==> src/desc_pkg.sv <==
`default_nettype none

package desc_pkg;

   // Operation flags as in header word 4
   // Bit 2 compress, bit 1 decompress, bit 0 copy
   typedef logic [2:0] flags_t;

   typedef logic [9:0] task_t;

   typedef logic [31:0] len_t;

   // Per-frame record handed from parser to builder
   typedef struct packed {
      flags_t flags;
      len_t   len;
      task_t  task_idx;
   } desc_t;

   // Status words APP1 to APP4 after the payload
   localparam int STATUS_WORDS = 4;

   // APP1 layout
   localparam int APP_FLAGS_LSB    = 29;
   localparam int APP_MISMATCH_BIT = 28;

   // Buffering between parser and builder
   localparam int PAYLOAD_DEPTH = 16;
   localparam int DESC_DEPTH    = 4;

endpackage

`default_nettype wire

==> src/ll_pkg.sv <==
`default_nettype none

package ll_pkg;

   // LocalLink data path
   localparam int DATA_W = 32;
   localparam int REM_W  = 4;

   // Remainder codes, valid bytes count from the top of the word
   localparam logic [REM_W-1:0] REM_FULL = 4'b0000;
   localparam logic [REM_W-1:0] REM_3B   = 4'b0001;
   localparam logic [REM_W-1:0] REM_2B   = 4'b0011;
   localparam logic [REM_W-1:0] REM_1B   = 4'b0111;

   // Descriptor header at the front of a transmit frame
   localparam int HDR_WORDS     = 8;
   localparam int HDR_FLAGS_IDX = 4;
   localparam int HDR_LEN_IDX   = 5;
   localparam int HDR_TASK_IDX  = 6;

   typedef logic [2:0] hdr_cnt_t;

   // One buffered payload beat
   typedef struct packed {
      logic [DATA_W-1:0] data;
      logic [REM_W-1:0]  rem;
      logic              last;
   } ll_word_t;

endpackage

`default_nettype wire
==> src/comp_copy_unit.sv <==
`default_nettype none

module comp_copy_unit (
   input  wire                        clk,
   input  wire                        rst_n,
   // Transmit LocalLink
   input  wire [ll_pkg::DATA_W-1:0]   tx_d_i,
   input  wire [ll_pkg::REM_W-1:0]    tx_rem_i,
   input  wire                        tx_sof_n_i,
   input  wire                        tx_eof_n_i,
   input  wire                        tx_sop_n_i,
   input  wire                        tx_eop_n_i,
   input  wire                        tx_src_rdy_n_i,
   output logic                       tx_dst_rdy_n_o,
   // Receive LocalLink
   output logic [ll_pkg::DATA_W-1:0]  rx_d_o,
   output logic [ll_pkg::REM_W-1:0]   rx_rem_o,
   output logic                       rx_sof_n_o,
   output logic                       rx_eof_n_o,
   output logic                       rx_sop_n_o,
   output logic                       rx_eop_n_o,
   output logic                       rx_src_rdy_n_o,
   input  wire                        rx_dst_rdy_n_i
);

   logic              pl_wr;
   ll_pkg::ll_word_t  pl_wdata;
   logic              pl_full;
   logic              pl_rd;
   ll_pkg::ll_word_t  pl_rdata;
   logic              pl_empty;
   logic              desc_wr;
   desc_pkg::desc_t   desc_wdata;
   logic              desc_full;
   logic              desc_rd;
   desc_pkg::desc_t   desc_rdata;
   logic              desc_empty;

   ll_tx_parser i_ll_tx_parser (
      .clk            (clk),
      .rst_n          (rst_n),
      .tx_d_i         (tx_d_i),
      .tx_rem_i       (tx_rem_i),
      .tx_sof_n_i     (tx_sof_n_i),
      .tx_eof_n_i     (tx_eof_n_i),
      .tx_sop_n_i     (tx_sop_n_i),
      .tx_eop_n_i     (tx_eop_n_i),
      .tx_src_rdy_n_i (tx_src_rdy_n_i),
      .tx_dst_rdy_n_o (tx_dst_rdy_n_o),
      .pl_wr_o        (pl_wr),
      .pl_data_o      (pl_wdata),
      .pl_full_i      (pl_full),
      .desc_wr_o      (desc_wr),
      .desc_data_o    (desc_wdata),
      .desc_full_i    (desc_full)
   );

   // Payload words
   sync_fifo #(
      .T     (ll_pkg::ll_word_t),
      .DEPTH (desc_pkg::PAYLOAD_DEPTH)
   ) i_pl_fifo (
      .clk       (clk),
      .rst_n     (rst_n),
      .wr_i      (pl_wr),
      .wr_data_i (pl_wdata),
      .full_o    (pl_full),
      .rd_i      (pl_rd),
      .rd_data_o (pl_rdata),
      .empty_o   (pl_empty)
   );

   // One descriptor per frame in flight
   sync_fifo #(
      .T     (desc_pkg::desc_t),
      .DEPTH (desc_pkg::DESC_DEPTH)
   ) i_desc_fifo (
      .clk       (clk),
      .rst_n     (rst_n),
      .wr_i      (desc_wr),
      .wr_data_i (desc_wdata),
      .full_o    (desc_full),
      .rd_i      (desc_rd),
      .rd_data_o (desc_rdata),
      .empty_o   (desc_empty)
   );

   ll_rx_builder i_ll_rx_builder (
      .clk            (clk),
      .rst_n          (rst_n),
      .pl_rd_o        (pl_rd),
      .pl_data_i      (pl_rdata),
      .pl_empty_i     (pl_empty),
      .desc_rd_o      (desc_rd),
      .desc_data_i    (desc_rdata),
      .desc_empty_i   (desc_empty),
      .rx_d_o         (rx_d_o),
      .rx_rem_o       (rx_rem_o),
      .rx_sof_n_o     (rx_sof_n_o),
      .rx_eof_n_o     (rx_eof_n_o),
      .rx_sop_n_o     (rx_sop_n_o),
      .rx_eop_n_o     (rx_eop_n_o),
      .rx_src_rdy_n_o (rx_src_rdy_n_o),
      .rx_dst_rdy_n_i (rx_dst_rdy_n_i)
   );

endmodule

`default_nettype wire

==> src/ll_rx_builder.sv <==
`default_nettype none

module ll_rx_builder (
   input  wire                        clk,
   input  wire                        rst_n,
   output logic                       pl_rd_o,
   input  wire ll_pkg::ll_word_t      pl_data_i,
   input  wire                        pl_empty_i,
   output logic                       desc_rd_o,
   input  wire desc_pkg::desc_t       desc_data_i,
   input  wire                        desc_empty_i,
   output logic [ll_pkg::DATA_W-1:0]  rx_d_o,
   output logic [ll_pkg::REM_W-1:0]   rx_rem_o,
   output logic                       rx_sof_n_o,
   output logic                       rx_eof_n_o,
   output logic                       rx_sop_n_o,
   output logic                       rx_eop_n_o,
   output logic                       rx_src_rdy_n_o,
   input  wire                        rx_dst_rdy_n_i
);

   localparam int STAT_W = $clog2(desc_pkg::STATUS_WORDS);
   localparam logic [STAT_W-1:0] STAT_LAST = STAT_W'(desc_pkg::STATUS_WORDS - 1);

   typedef enum logic [1:0] {ST_IDLE, ST_DATA, ST_STAT} state_t;

   state_t                    state;
   logic [STAT_W-1:0]         stat_idx;
   desc_pkg::len_t            word_cnt;
   desc_pkg::len_t            byte_cnt;
   logic                      out_ack;
   logic                      load_ok;
   logic                      pl_take;
   logic                      stat_take;
   logic [ll_pkg::DATA_W-1:0] app_word;

   function automatic desc_pkg::len_t rem_bytes(input logic [ll_pkg::REM_W-1:0] rem);
      case (rem)
         ll_pkg::REM_3B: return desc_pkg::len_t'(3);
         ll_pkg::REM_2B: return desc_pkg::len_t'(2);
         ll_pkg::REM_1B: return desc_pkg::len_t'(1);
         default:        return desc_pkg::len_t'(ll_pkg::DATA_W / 8);
      endcase
   endfunction

   assign out_ack = !rx_src_rdy_n_o && !rx_dst_rdy_n_i;
   // Output register is free or drains this cycle
   assign load_ok = rx_src_rdy_n_o || !rx_dst_rdy_n_i;

   // Payload streams ahead of its descriptor, status waits for it
   assign pl_take   = load_ok && !pl_empty_i && (state != ST_STAT);
   assign stat_take = load_ok && !desc_empty_i && (state == ST_STAT);

   assign pl_rd_o   = pl_take;
   assign desc_rd_o = stat_take && (stat_idx == STAT_LAST);

   always_comb begin
      app_word = '0;
      case (stat_idx)
         0: begin
            app_word[desc_pkg::APP_FLAGS_LSB +: $bits(desc_pkg::flags_t)] = desc_data_i.flags;
            app_word[desc_pkg::APP_MISMATCH_BIT] = (byte_cnt != desc_data_i.len);
         end
         1:       app_word = byte_cnt;
         2:       app_word = ll_pkg::DATA_W'(desc_data_i.task_idx);
         default: app_word = word_cnt;
      endcase
   end

   always_ff @(posedge clk) begin
      if (!rst_n) begin
         state          <= ST_IDLE;
         stat_idx       <= '0;
         rx_src_rdy_n_o <= 1'b1;
         rx_sof_n_o     <= 1'b1;
         rx_eof_n_o     <= 1'b1;
         rx_sop_n_o     <= 1'b1;
         rx_eop_n_o     <= 1'b1;
      end else begin
         if (out_ack) begin
            rx_src_rdy_n_o <= 1'b1;
            rx_sof_n_o     <= 1'b1;
            rx_eof_n_o     <= 1'b1;
            rx_sop_n_o     <= 1'b1;
            rx_eop_n_o     <= 1'b1;
         end
         if (pl_take) begin
            rx_src_rdy_n_o <= 1'b0;
            rx_sof_n_o     <= (state != ST_IDLE);
            rx_sop_n_o     <= (state != ST_IDLE);
            rx_eop_n_o     <= !pl_data_i.last;
            rx_eof_n_o     <= 1'b1;
            stat_idx       <= '0;
            state          <= pl_data_i.last ? ST_STAT : ST_DATA;
         end else if (stat_take) begin
            rx_src_rdy_n_o <= 1'b0;
            rx_sof_n_o     <= 1'b1;
            rx_sop_n_o     <= 1'b1;
            rx_eop_n_o     <= 1'b1;
            rx_eof_n_o     <= (stat_idx != STAT_LAST);
            stat_idx       <= stat_idx + 1'b1;
            if (stat_idx == STAT_LAST) begin
               state <= ST_IDLE;
            end
         end
      end
   end

   // Output word and per-frame counters
   always_ff @(posedge clk) begin
      if (pl_take) begin
         rx_d_o   <= pl_data_i.data;
         rx_rem_o <= pl_data_i.rem;
         if (state == ST_IDLE) begin
            word_cnt <= desc_pkg::len_t'(1);
            byte_cnt <= rem_bytes(pl_data_i.rem);
         end else begin
            word_cnt <= word_cnt + 1'b1;
            byte_cnt <= byte_cnt + rem_bytes(pl_data_i.rem);
         end
      end else if (stat_take) begin
         rx_d_o   <= app_word;
         rx_rem_o <= ll_pkg::REM_FULL;
      end
   end

   a_hold_stable: assert property (@(posedge clk) disable iff (!rst_n)
      (!rx_src_rdy_n_o && rx_dst_rdy_n_i) |=> $stable(rx_d_o));

endmodule

`default_nettype wire

==> src/ll_tx_parser.sv <==
`default_nettype none

module ll_tx_parser (
   input  wire                        clk,
   input  wire                        rst_n,
   input  wire [ll_pkg::DATA_W-1:0]   tx_d_i,
   input  wire [ll_pkg::REM_W-1:0]    tx_rem_i,
   input  wire                        tx_sof_n_i,
   input  wire                        tx_eof_n_i,
   input  wire                        tx_sop_n_i,
   input  wire                        tx_eop_n_i,
   input  wire                        tx_src_rdy_n_i,
   output logic                       tx_dst_rdy_n_o,
   output logic                       pl_wr_o,
   output ll_pkg::ll_word_t           pl_data_o,
   input  wire                        pl_full_i,
   output logic                       desc_wr_o,
   output desc_pkg::desc_t            desc_data_o,
   input  wire                        desc_full_i
);

   localparam ll_pkg::hdr_cnt_t HDR_LAST  = ll_pkg::hdr_cnt_t'(ll_pkg::HDR_WORDS - 1);
   localparam ll_pkg::hdr_cnt_t POS_FLAGS = ll_pkg::hdr_cnt_t'(ll_pkg::HDR_FLAGS_IDX);
   localparam ll_pkg::hdr_cnt_t POS_LEN   = ll_pkg::hdr_cnt_t'(ll_pkg::HDR_LEN_IDX);
   localparam ll_pkg::hdr_cnt_t POS_TASK  = ll_pkg::hdr_cnt_t'(ll_pkg::HDR_TASK_IDX);

   logic                  in_payload;
   ll_pkg::hdr_cnt_t      hdr_cnt;
   desc_pkg::flags_t      flags_q;
   desc_pkg::len_t        len_q;
   desc_pkg::task_t       task_q;
   logic                  beat;
   logic                  start_mark;
   logic                  hdr_adv;
   logic                  pl_end;
   logic [ll_pkg::DATA_W-1:0] pl_d;
   logic [ll_pkg::REM_W-1:0]  pl_rem;

   assign beat = !tx_src_rdy_n_i && !tx_dst_rdy_n_o;

   // Descriptor slot is reserved before the payload starts
   assign tx_dst_rdy_n_o = pl_full_i || (!in_payload && hdr_cnt == HDR_LAST && desc_full_i);

   // A frame opens on SOF or SOP, stray beats before it are dropped
   assign start_mark = !tx_sof_n_i || !tx_sop_n_i;
   assign hdr_adv    = beat && !in_payload && (hdr_cnt != '0 || start_mark);

   // Either end strobe closes the payload
   assign pl_end = !tx_eop_n_i || !tx_eof_n_i;

   always_ff @(posedge clk) begin
      if (!rst_n) begin
         in_payload <= 1'b0;
         hdr_cnt    <= '0;
      end else if (hdr_adv) begin
         hdr_cnt <= (hdr_cnt == HDR_LAST) ? '0 : hdr_cnt + 1'b1;
         if (hdr_cnt == HDR_LAST) begin
            in_payload <= 1'b1;
         end
      end else if (beat && in_payload && pl_end) begin
         in_payload <= 1'b0;
      end
   end

   // Header fields
   always_ff @(posedge clk) begin
      if (hdr_adv) begin
         if (hdr_cnt == POS_FLAGS) begin
            flags_q <= tx_d_i[ll_pkg::DATA_W-1 -: $bits(desc_pkg::flags_t)];
         end
         if (hdr_cnt == POS_LEN) begin
            len_q <= tx_d_i;
         end
         if (hdr_cnt == POS_TASK) begin
            task_q <= tx_d_i[$bits(desc_pkg::task_t)-1:0];
         end
      end
   end

   // Clear the bytes a partial last word does not carry
   always_comb begin
      pl_d   = tx_d_i;
      pl_rem = ll_pkg::REM_FULL;
      if (pl_end) begin
         case (tx_rem_i)
            ll_pkg::REM_3B: begin
               pl_d   = {tx_d_i[31:8], 8'h00};
               pl_rem = ll_pkg::REM_3B;
            end
            ll_pkg::REM_2B: begin
               pl_d   = {tx_d_i[31:16], 16'h0000};
               pl_rem = ll_pkg::REM_2B;
            end
            ll_pkg::REM_1B: begin
               pl_d   = {tx_d_i[31:24], 24'h000000};
               pl_rem = ll_pkg::REM_1B;
            end
            default: begin
               pl_d   = tx_d_i;
               pl_rem = ll_pkg::REM_FULL;
            end
         endcase
      end
   end

   assign pl_wr_o   = beat && in_payload;
   assign pl_data_o = '{data: pl_d, rem: pl_rem, last: pl_end};

   assign desc_wr_o   = beat && in_payload && pl_end;
   assign desc_data_o = '{flags: flags_q, len: len_q, task_idx: task_q};

   a_no_eop_in_header: assert property (@(posedge clk) disable iff (!rst_n)
      (beat && !in_payload) |-> tx_eop_n_i);

endmodule

`default_nettype wire

==> src/sync_fifo.sv <==
`default_nettype none

module sync_fifo #(
   parameter type T     = logic,
   parameter int  DEPTH = 4
) (
   input  wire   clk,
   input  wire   rst_n,
   input  wire   wr_i,
   input  wire T wr_data_i,
   output logic  full_o,
   input  wire   rd_i,
   output T      rd_data_o,
   output logic  empty_o
);

   localparam int AW    = (DEPTH > 1) ? $clog2(DEPTH) : 1;
   localparam int CNT_W = $clog2(DEPTH + 1);
   localparam logic [AW-1:0] PTR_LAST = AW'(DEPTH - 1);

   T mem [DEPTH];

   logic [AW-1:0]    wr_ptr;
   logic [AW-1:0]    rd_ptr;
   logic [CNT_W-1:0] count;

   always_ff @(posedge clk) begin
      if (wr_i) begin
         mem[wr_ptr] <= wr_data_i;
      end
   end

   always_ff @(posedge clk) begin
      if (!rst_n) begin
         wr_ptr <= '0;
         rd_ptr <= '0;
         count  <= '0;
      end else begin
         if (wr_i) begin
            wr_ptr <= (wr_ptr == PTR_LAST) ? '0 : wr_ptr + 1'b1;
         end
         if (rd_i) begin
            rd_ptr <= (rd_ptr == PTR_LAST) ? '0 : rd_ptr + 1'b1;
         end
         // Simultaneous read and write leaves the count alone
         case ({wr_i, rd_i})
            2'b10:   count <= count + 1'b1;
            2'b01:   count <= count - 1'b1;
            default: count <= count;
         endcase
      end
   end

   assign rd_data_o = mem[rd_ptr];
   assign full_o    = (count == CNT_W'(DEPTH));
   assign empty_o   = (count == '0);

   a_no_write_full: assert property (@(posedge clk) disable iff (!rst_n)
      wr_i |-> !full_o);

   a_no_read_empty: assert property (@(posedge clk) disable iff (!rst_n)
      rd_i |-> !empty_o);

endmodule

`default_nettype wire

==> config.mk <==
export PLATFORM = sky130hd
export DESIGN_NAME = comp_copy_unit
export DESIGN_NICKNAME = d
export VERILOG_FILES = /design/src/desc_pkg.sv /design/src/ll_pkg.sv /design/src/comp_copy_unit.sv /design/src/ll_rx_builder.sv /design/src/ll_tx_parser.sv /design/src/sync_fifo.sv
export SDC_FILE = /design/constraint.sdc
export NUM_CORES = 1
export LEC_CHECK = 0
export BUFFER_PORTS_ARGS = -buffer_cell sky130_fd_sc_hd__buf_2
export CAP_MARGIN = 20
export CORE_ASPECT_RATIO = 0.75
export CORE_MARGIN = 2
export CORE_UTILIZATION = 45
export DETAILED_ROUTE_END_ITERATION = 7
export REMOVE_ABC_BUFFERS = 1
export SYNTH_ARGS = -nofsm -noshare
export SYNTH_HDL_FRONTEND = slang
export SYNTH_SLANG_ARGS = --single-unit
==> constraint.sdc <==
create_clock -name clk -period 5.3 [get_ports clk]
set_input_delay 1.06 -clock clk [delete_from_list [all_inputs] [get_ports clk]]
set_output_delay 1.06 -clock clk [all_outputs]
set_load 0.1 [all_outputs]
==> run summary <==
The flow ran to the end, and the final reports show no timing, DRC or antenna violations. Across the run, the number of max-cap violations was 0. Summed over all cells, the static leakage comes to 12.9 nW. The internal portion of the total power is 11.7 mW. Initial antenna violation count: 3.

Die width: 337 um. Setup repair after global routing left no endpoint under its margin. The clock drives 938 sinks. Timing would allow up to 235 MHz. The synthesized netlist occupies a cell area of 37500 um2. The worst slew margin relative to its limit is 25.5%, and the pin count of the biggest net entering global routing is 123. The run gives 82400 um2 as the core footprint. The synthesized instance count was 1955; the number of buffers inserted by port buffering was 84. Routability-driven placement finished with a final weighted congestion of 0.848.

At the end of the flow, the number of nets in the layout was 2155. Summing the areas of all and, or, nand and nor instances in the mapped netlist gives 5.06% of the synthesized area. After the first detailed-routing iteration, the DRC count stood at 2184.

The signal on the critical path passes through mux4_2, mux4_2, nand2b_1, and3_4, ha_1, inv_1, fa_1, nor2b_1, o21bai_1, nor4_2, nand3_1, xor2_1, nor2_1. In this run the worst path has a maximum fanout of 17. Floorplan die height: 254 um.

The layer flagged by global routing as most heavily used is met2. Averaged over all synthesized cells, the footprint is 19.2 um2. After clock tree synthesis, the clock-pin slew on the worst setup and hold paths is 0.07 ns. After synthesis, the share of flip-flops with an asynchronous set or reset is 0%. After global routing the overflow that remains totals 0. The tools report the endpoint class of the critical path as a flop. For this configuration, the core starts out at a cell density of 45.5%. In the final layout, the multi-input gates occupy 9270 um2.

The share of the Yosys chip area taken by registers is 74.1%. The routed design has 92.7 mm of wire. Among all stages on the critical path, the largest delay is contributed by dfxtp_4. The tools report the total of endpoints with negative setup slack in the final report as 0. The critical path is of the flop to flop type. The filler cells instantiated in the layout total 6646.

The number of rows created at floorplan came out at 91. Number of global-route vias before repair: 18900. The synthesized-area fraction occupied by adder cells was 1.13%; the total vias in the final route was 18800. The number of clock buffers added by TritonCTS is 91.

The average via count per standard cell came out at 5.77. The prevailing post-synth register cell is edfxtp_1. The slew at the pin closest to its max-slew limit was 1.10 ns; the data required time of the critical path was 5.67 ns. Counting stages on the worst path, the most repeated cell is mux4_2. The tools report the clock latency on the worst-skew pair as 0.67 ns. The synthesized netlist devotes 2.11% of its cell area to compound gates.

The DRC violations left was 0. Net switching is 19.9% of the power. The core utilization of the finished layout came out at 51.2%.

TritonCTS built the clock tree. The logs give 1.04 ns for the worst setup slack after layout and 85700 um2 for the die footprint. The longest clock path from root to sink contains 3 buffers. STA puts the critical path data arrival time at 4.63 ns. The routed length per placed instance is 28.4 um. In the finished design, the share of the clock period the worst path needs comes to 80.4%. Library cell used as clock root buffer: clkbuf_16. The smallest clock period supported by the final layout is computed as 4.26 ns.

After synthesis, the cell types taking the most area are edfxtp_1, mux4_2, dfxtp_1. OpenSTA, run right after detailed placement, puts the worst setup slack at 0.996 ns. In this run, the combinational gates consume 1.1% of the power. The logs give 56 for the count of cell types in the netlist and 0 for the number of max-slew violations in the final report. From synthesis to final layout, the design area changed by 12.5%.

The number of resized instances in the post-cts repair step is 0, and the proportion of netlist area held by the largest area contributor is 72.0%. By area, the combinational part of the netlist is dominated by multiplexers. Synthesis inferred 938 register bits. After clock tree synthesis, the setup repair step added 0 buffers. Summing all flip-flop and latch instances after layout gives 27800 um2.

In this run the remaining antenna-violating nets after routing total 0. The first global-routing pass estimated 133 mm of wire. The global-route usage over all layers was 22.1%; the largest stage delay on the critical path was 0.56 ns.

Of the total synthesized cell area, the portion taken by XOR and XNOR cells is 2.31%. The worst setup path is launched from a flop. In the global route stage, met2 resource usage came out at 33.2%.

During synthesis, Yosys emitted a total of 0 warnings. The total iterations of the first detailed-routing run was 5. edfxtp_1 takes more of the synthesized area than any other cell. The analysis attributes to net switching a power of 2.89 mW. The worst min-delay path category was flop to flop. In this run, post-CTS hold repair placed 0 buffers. Detailed placement finished with a half-perimeter wire length of 54.4 mm. The H-tree was split into 3 levels. The number of hold violations in the final report is 0. For the final database, setup skew stands at 0.0341 ns.

Cells with a size suffix above 1 make up 24.1% of the layout. Per report_power, the clock group accounts for 43.4% of the total. Sequential power share: 55.6%. Global routing used 5.24% of the available met3 tracks.

VDD sags by at most 216 uV. Power density over cell area: 345 nW/um2. In this run the count of I/O pins placed on the die edge is 86.

Global routing used 32.2% of the available met1 tracks. In the synthesized netlist, mux cells make up 13.7% of the area. Counting flops with a built-in enable in the synthesized netlist gives 900.
-- path summary, 6_finish.rpt --
| check | to | start | slack (ns) | depth (start not counted) |
|---|---|---|---|---|
| setup / recovery | i_ll_rx_builder.byte_cnt[24] | flop | 1.04 | 13 |
| hold / removal | i_desc_fifo.mem[2][7] | i_ll_tx_parser.task_q[7] | 0.48 | 0 |
| setup reg to reg | i_ll_rx_builder.byte_cnt[24] | flop | 1.04 | 13 |
| hold reg to reg | i_desc_fifo.mem[2][7] | i_ll_tx_parser.task_q[7] | 0.48 | 0 |
-- worst max-delay path: cells and delay by family (launching register included) --
kind	cells	cell delay [ns]
AO/OA/AOI/OAI	1	0.24
XOR/XNOR	1	0.18
adder cells (fa/ha/maj)	2	0.59
buffers and inverters	1	0.06
flip-flops	1	0.56
multiplexers	2	1.09
AND/OR/NAND/NOR	6	1.24
-- cell usage in the layout (no fill, tap or decap), drive strengths merged, types with 16 or more instances in the layout --
cell / n
nand2: 108
nor2: 115
dfxtp: 38
ha: 29
xor2: 62
inv: 31
nor3: 17
clkinv: 34
o21ai: 54
a21oi: 40
clkbuf: 109
and2: 39
mux2i: 16
nand3: 19
mux4: 220
edfxtp: 900
and3: 19
nand4: 21
xnor2: 37
buf: 126
-- cell usage after synthesis (9+ instances only) --
library cell / count
xor2_1: 62
a21oi_1: 40
nor2_1: 115
and3_1: 18
o21ai_1: 35
mux2i_1: 16
nor2b_1: 12
nand2_1: 108
xnor2_1: 37
dfxtp_1: 38
nand3_1: 19
buf_1: 13
a22oi_1: 13
o21ai_0: 19
ha_1: 29
clkbuf_1: 39
buf_2: 25
edfxtp_1: 900
buf_6: 15
nand4_1: 20
nor3_1: 17
and2_1: 39
a21boi_0: 10
mux4_2: 220
inv_1: 27
nand2b_1: 9
-- power groups by stage --
stage	clock, mW	sequential [mW]	combinational (mW)
after floorplan	0	8.26	0.0625
after global placement	0	8.25	0.149
after detailed placement	0	8.25	0.157
after CTS	6.43	8.09	0.157
after global routing	6.73	8.09	0.169
final	6.31	8.09	0.154
-- cell type report --
type	count	area share, %
repair buffers	126	1.82
flip-flops and latches	938	65.8
multi-input cells	895	21.9
inverters	27	0.252
clock buffers	109	5.70
diodes	3	0.0178
well taps	1116	3.31
clock inverters	53	1.10
-- cell families (layout without fill, tap and decap cells) --
group	after synthesis	in the layout
DFF	938	938
and+or+nand+nor	389	389
muxes	238	238
AOI/OAI and AO/OA	136	136
buffers and inverters	122	315
xor gates and xnor gates	99	99
adders and majority gates	32	32
other	1	4
-- state kept, by name, summed over array words and instances, names as in the netlist, 3 cells and up, named ones only --
signal	cells
i_ll_tx_parser.hdr_cnt	3
i_desc_fifo.count	3
i_ll_rx_builder.byte_cnt	32
i_pl_fifo.mem	576
i_ll_tx_parser.task_q	10
i_ll_tx_parser.flags_q	3
i_desc_fifo.mem	180
i_pl_fifo.wr_ptr	4
i_pl_fifo.rd_ptr	4
i_ll_rx_builder.rx_d_o	32
i_pl_fifo.count	5
i_ll_rx_builder.word_cnt	32
i_ll_rx_builder.rx_rem_o	3
i_ll_tx_parser.len_q	32
-- stage by stage --
step           hold slack [ns]  cell area [um2]  setup TNS (ns)  instances  power, mW
2_1_floorplan            0.459            37000         -207.77       1860       8.32
3_5_place_dp             0.477            39300               0       3101       8.41
5_1_grt                  0.515            42200               0       3264       15.0
4_1_cts                  0.492            42200               0       3263       14.7
6_report                 0.485            42200               0       3267       14.6
3_3_place_gp             0.464            39300               0       3101       8.40
-- per-layer routing --
layer / wire [um] / vias to the layer above
met5: 12 / -
met4: 2650 / 2
met3: 7650 / 136
met2: 42600 / 773
met1: 39800 / 9900
li1: - / 8038
No activity file was read; power rests on OpenSTA's default activity.
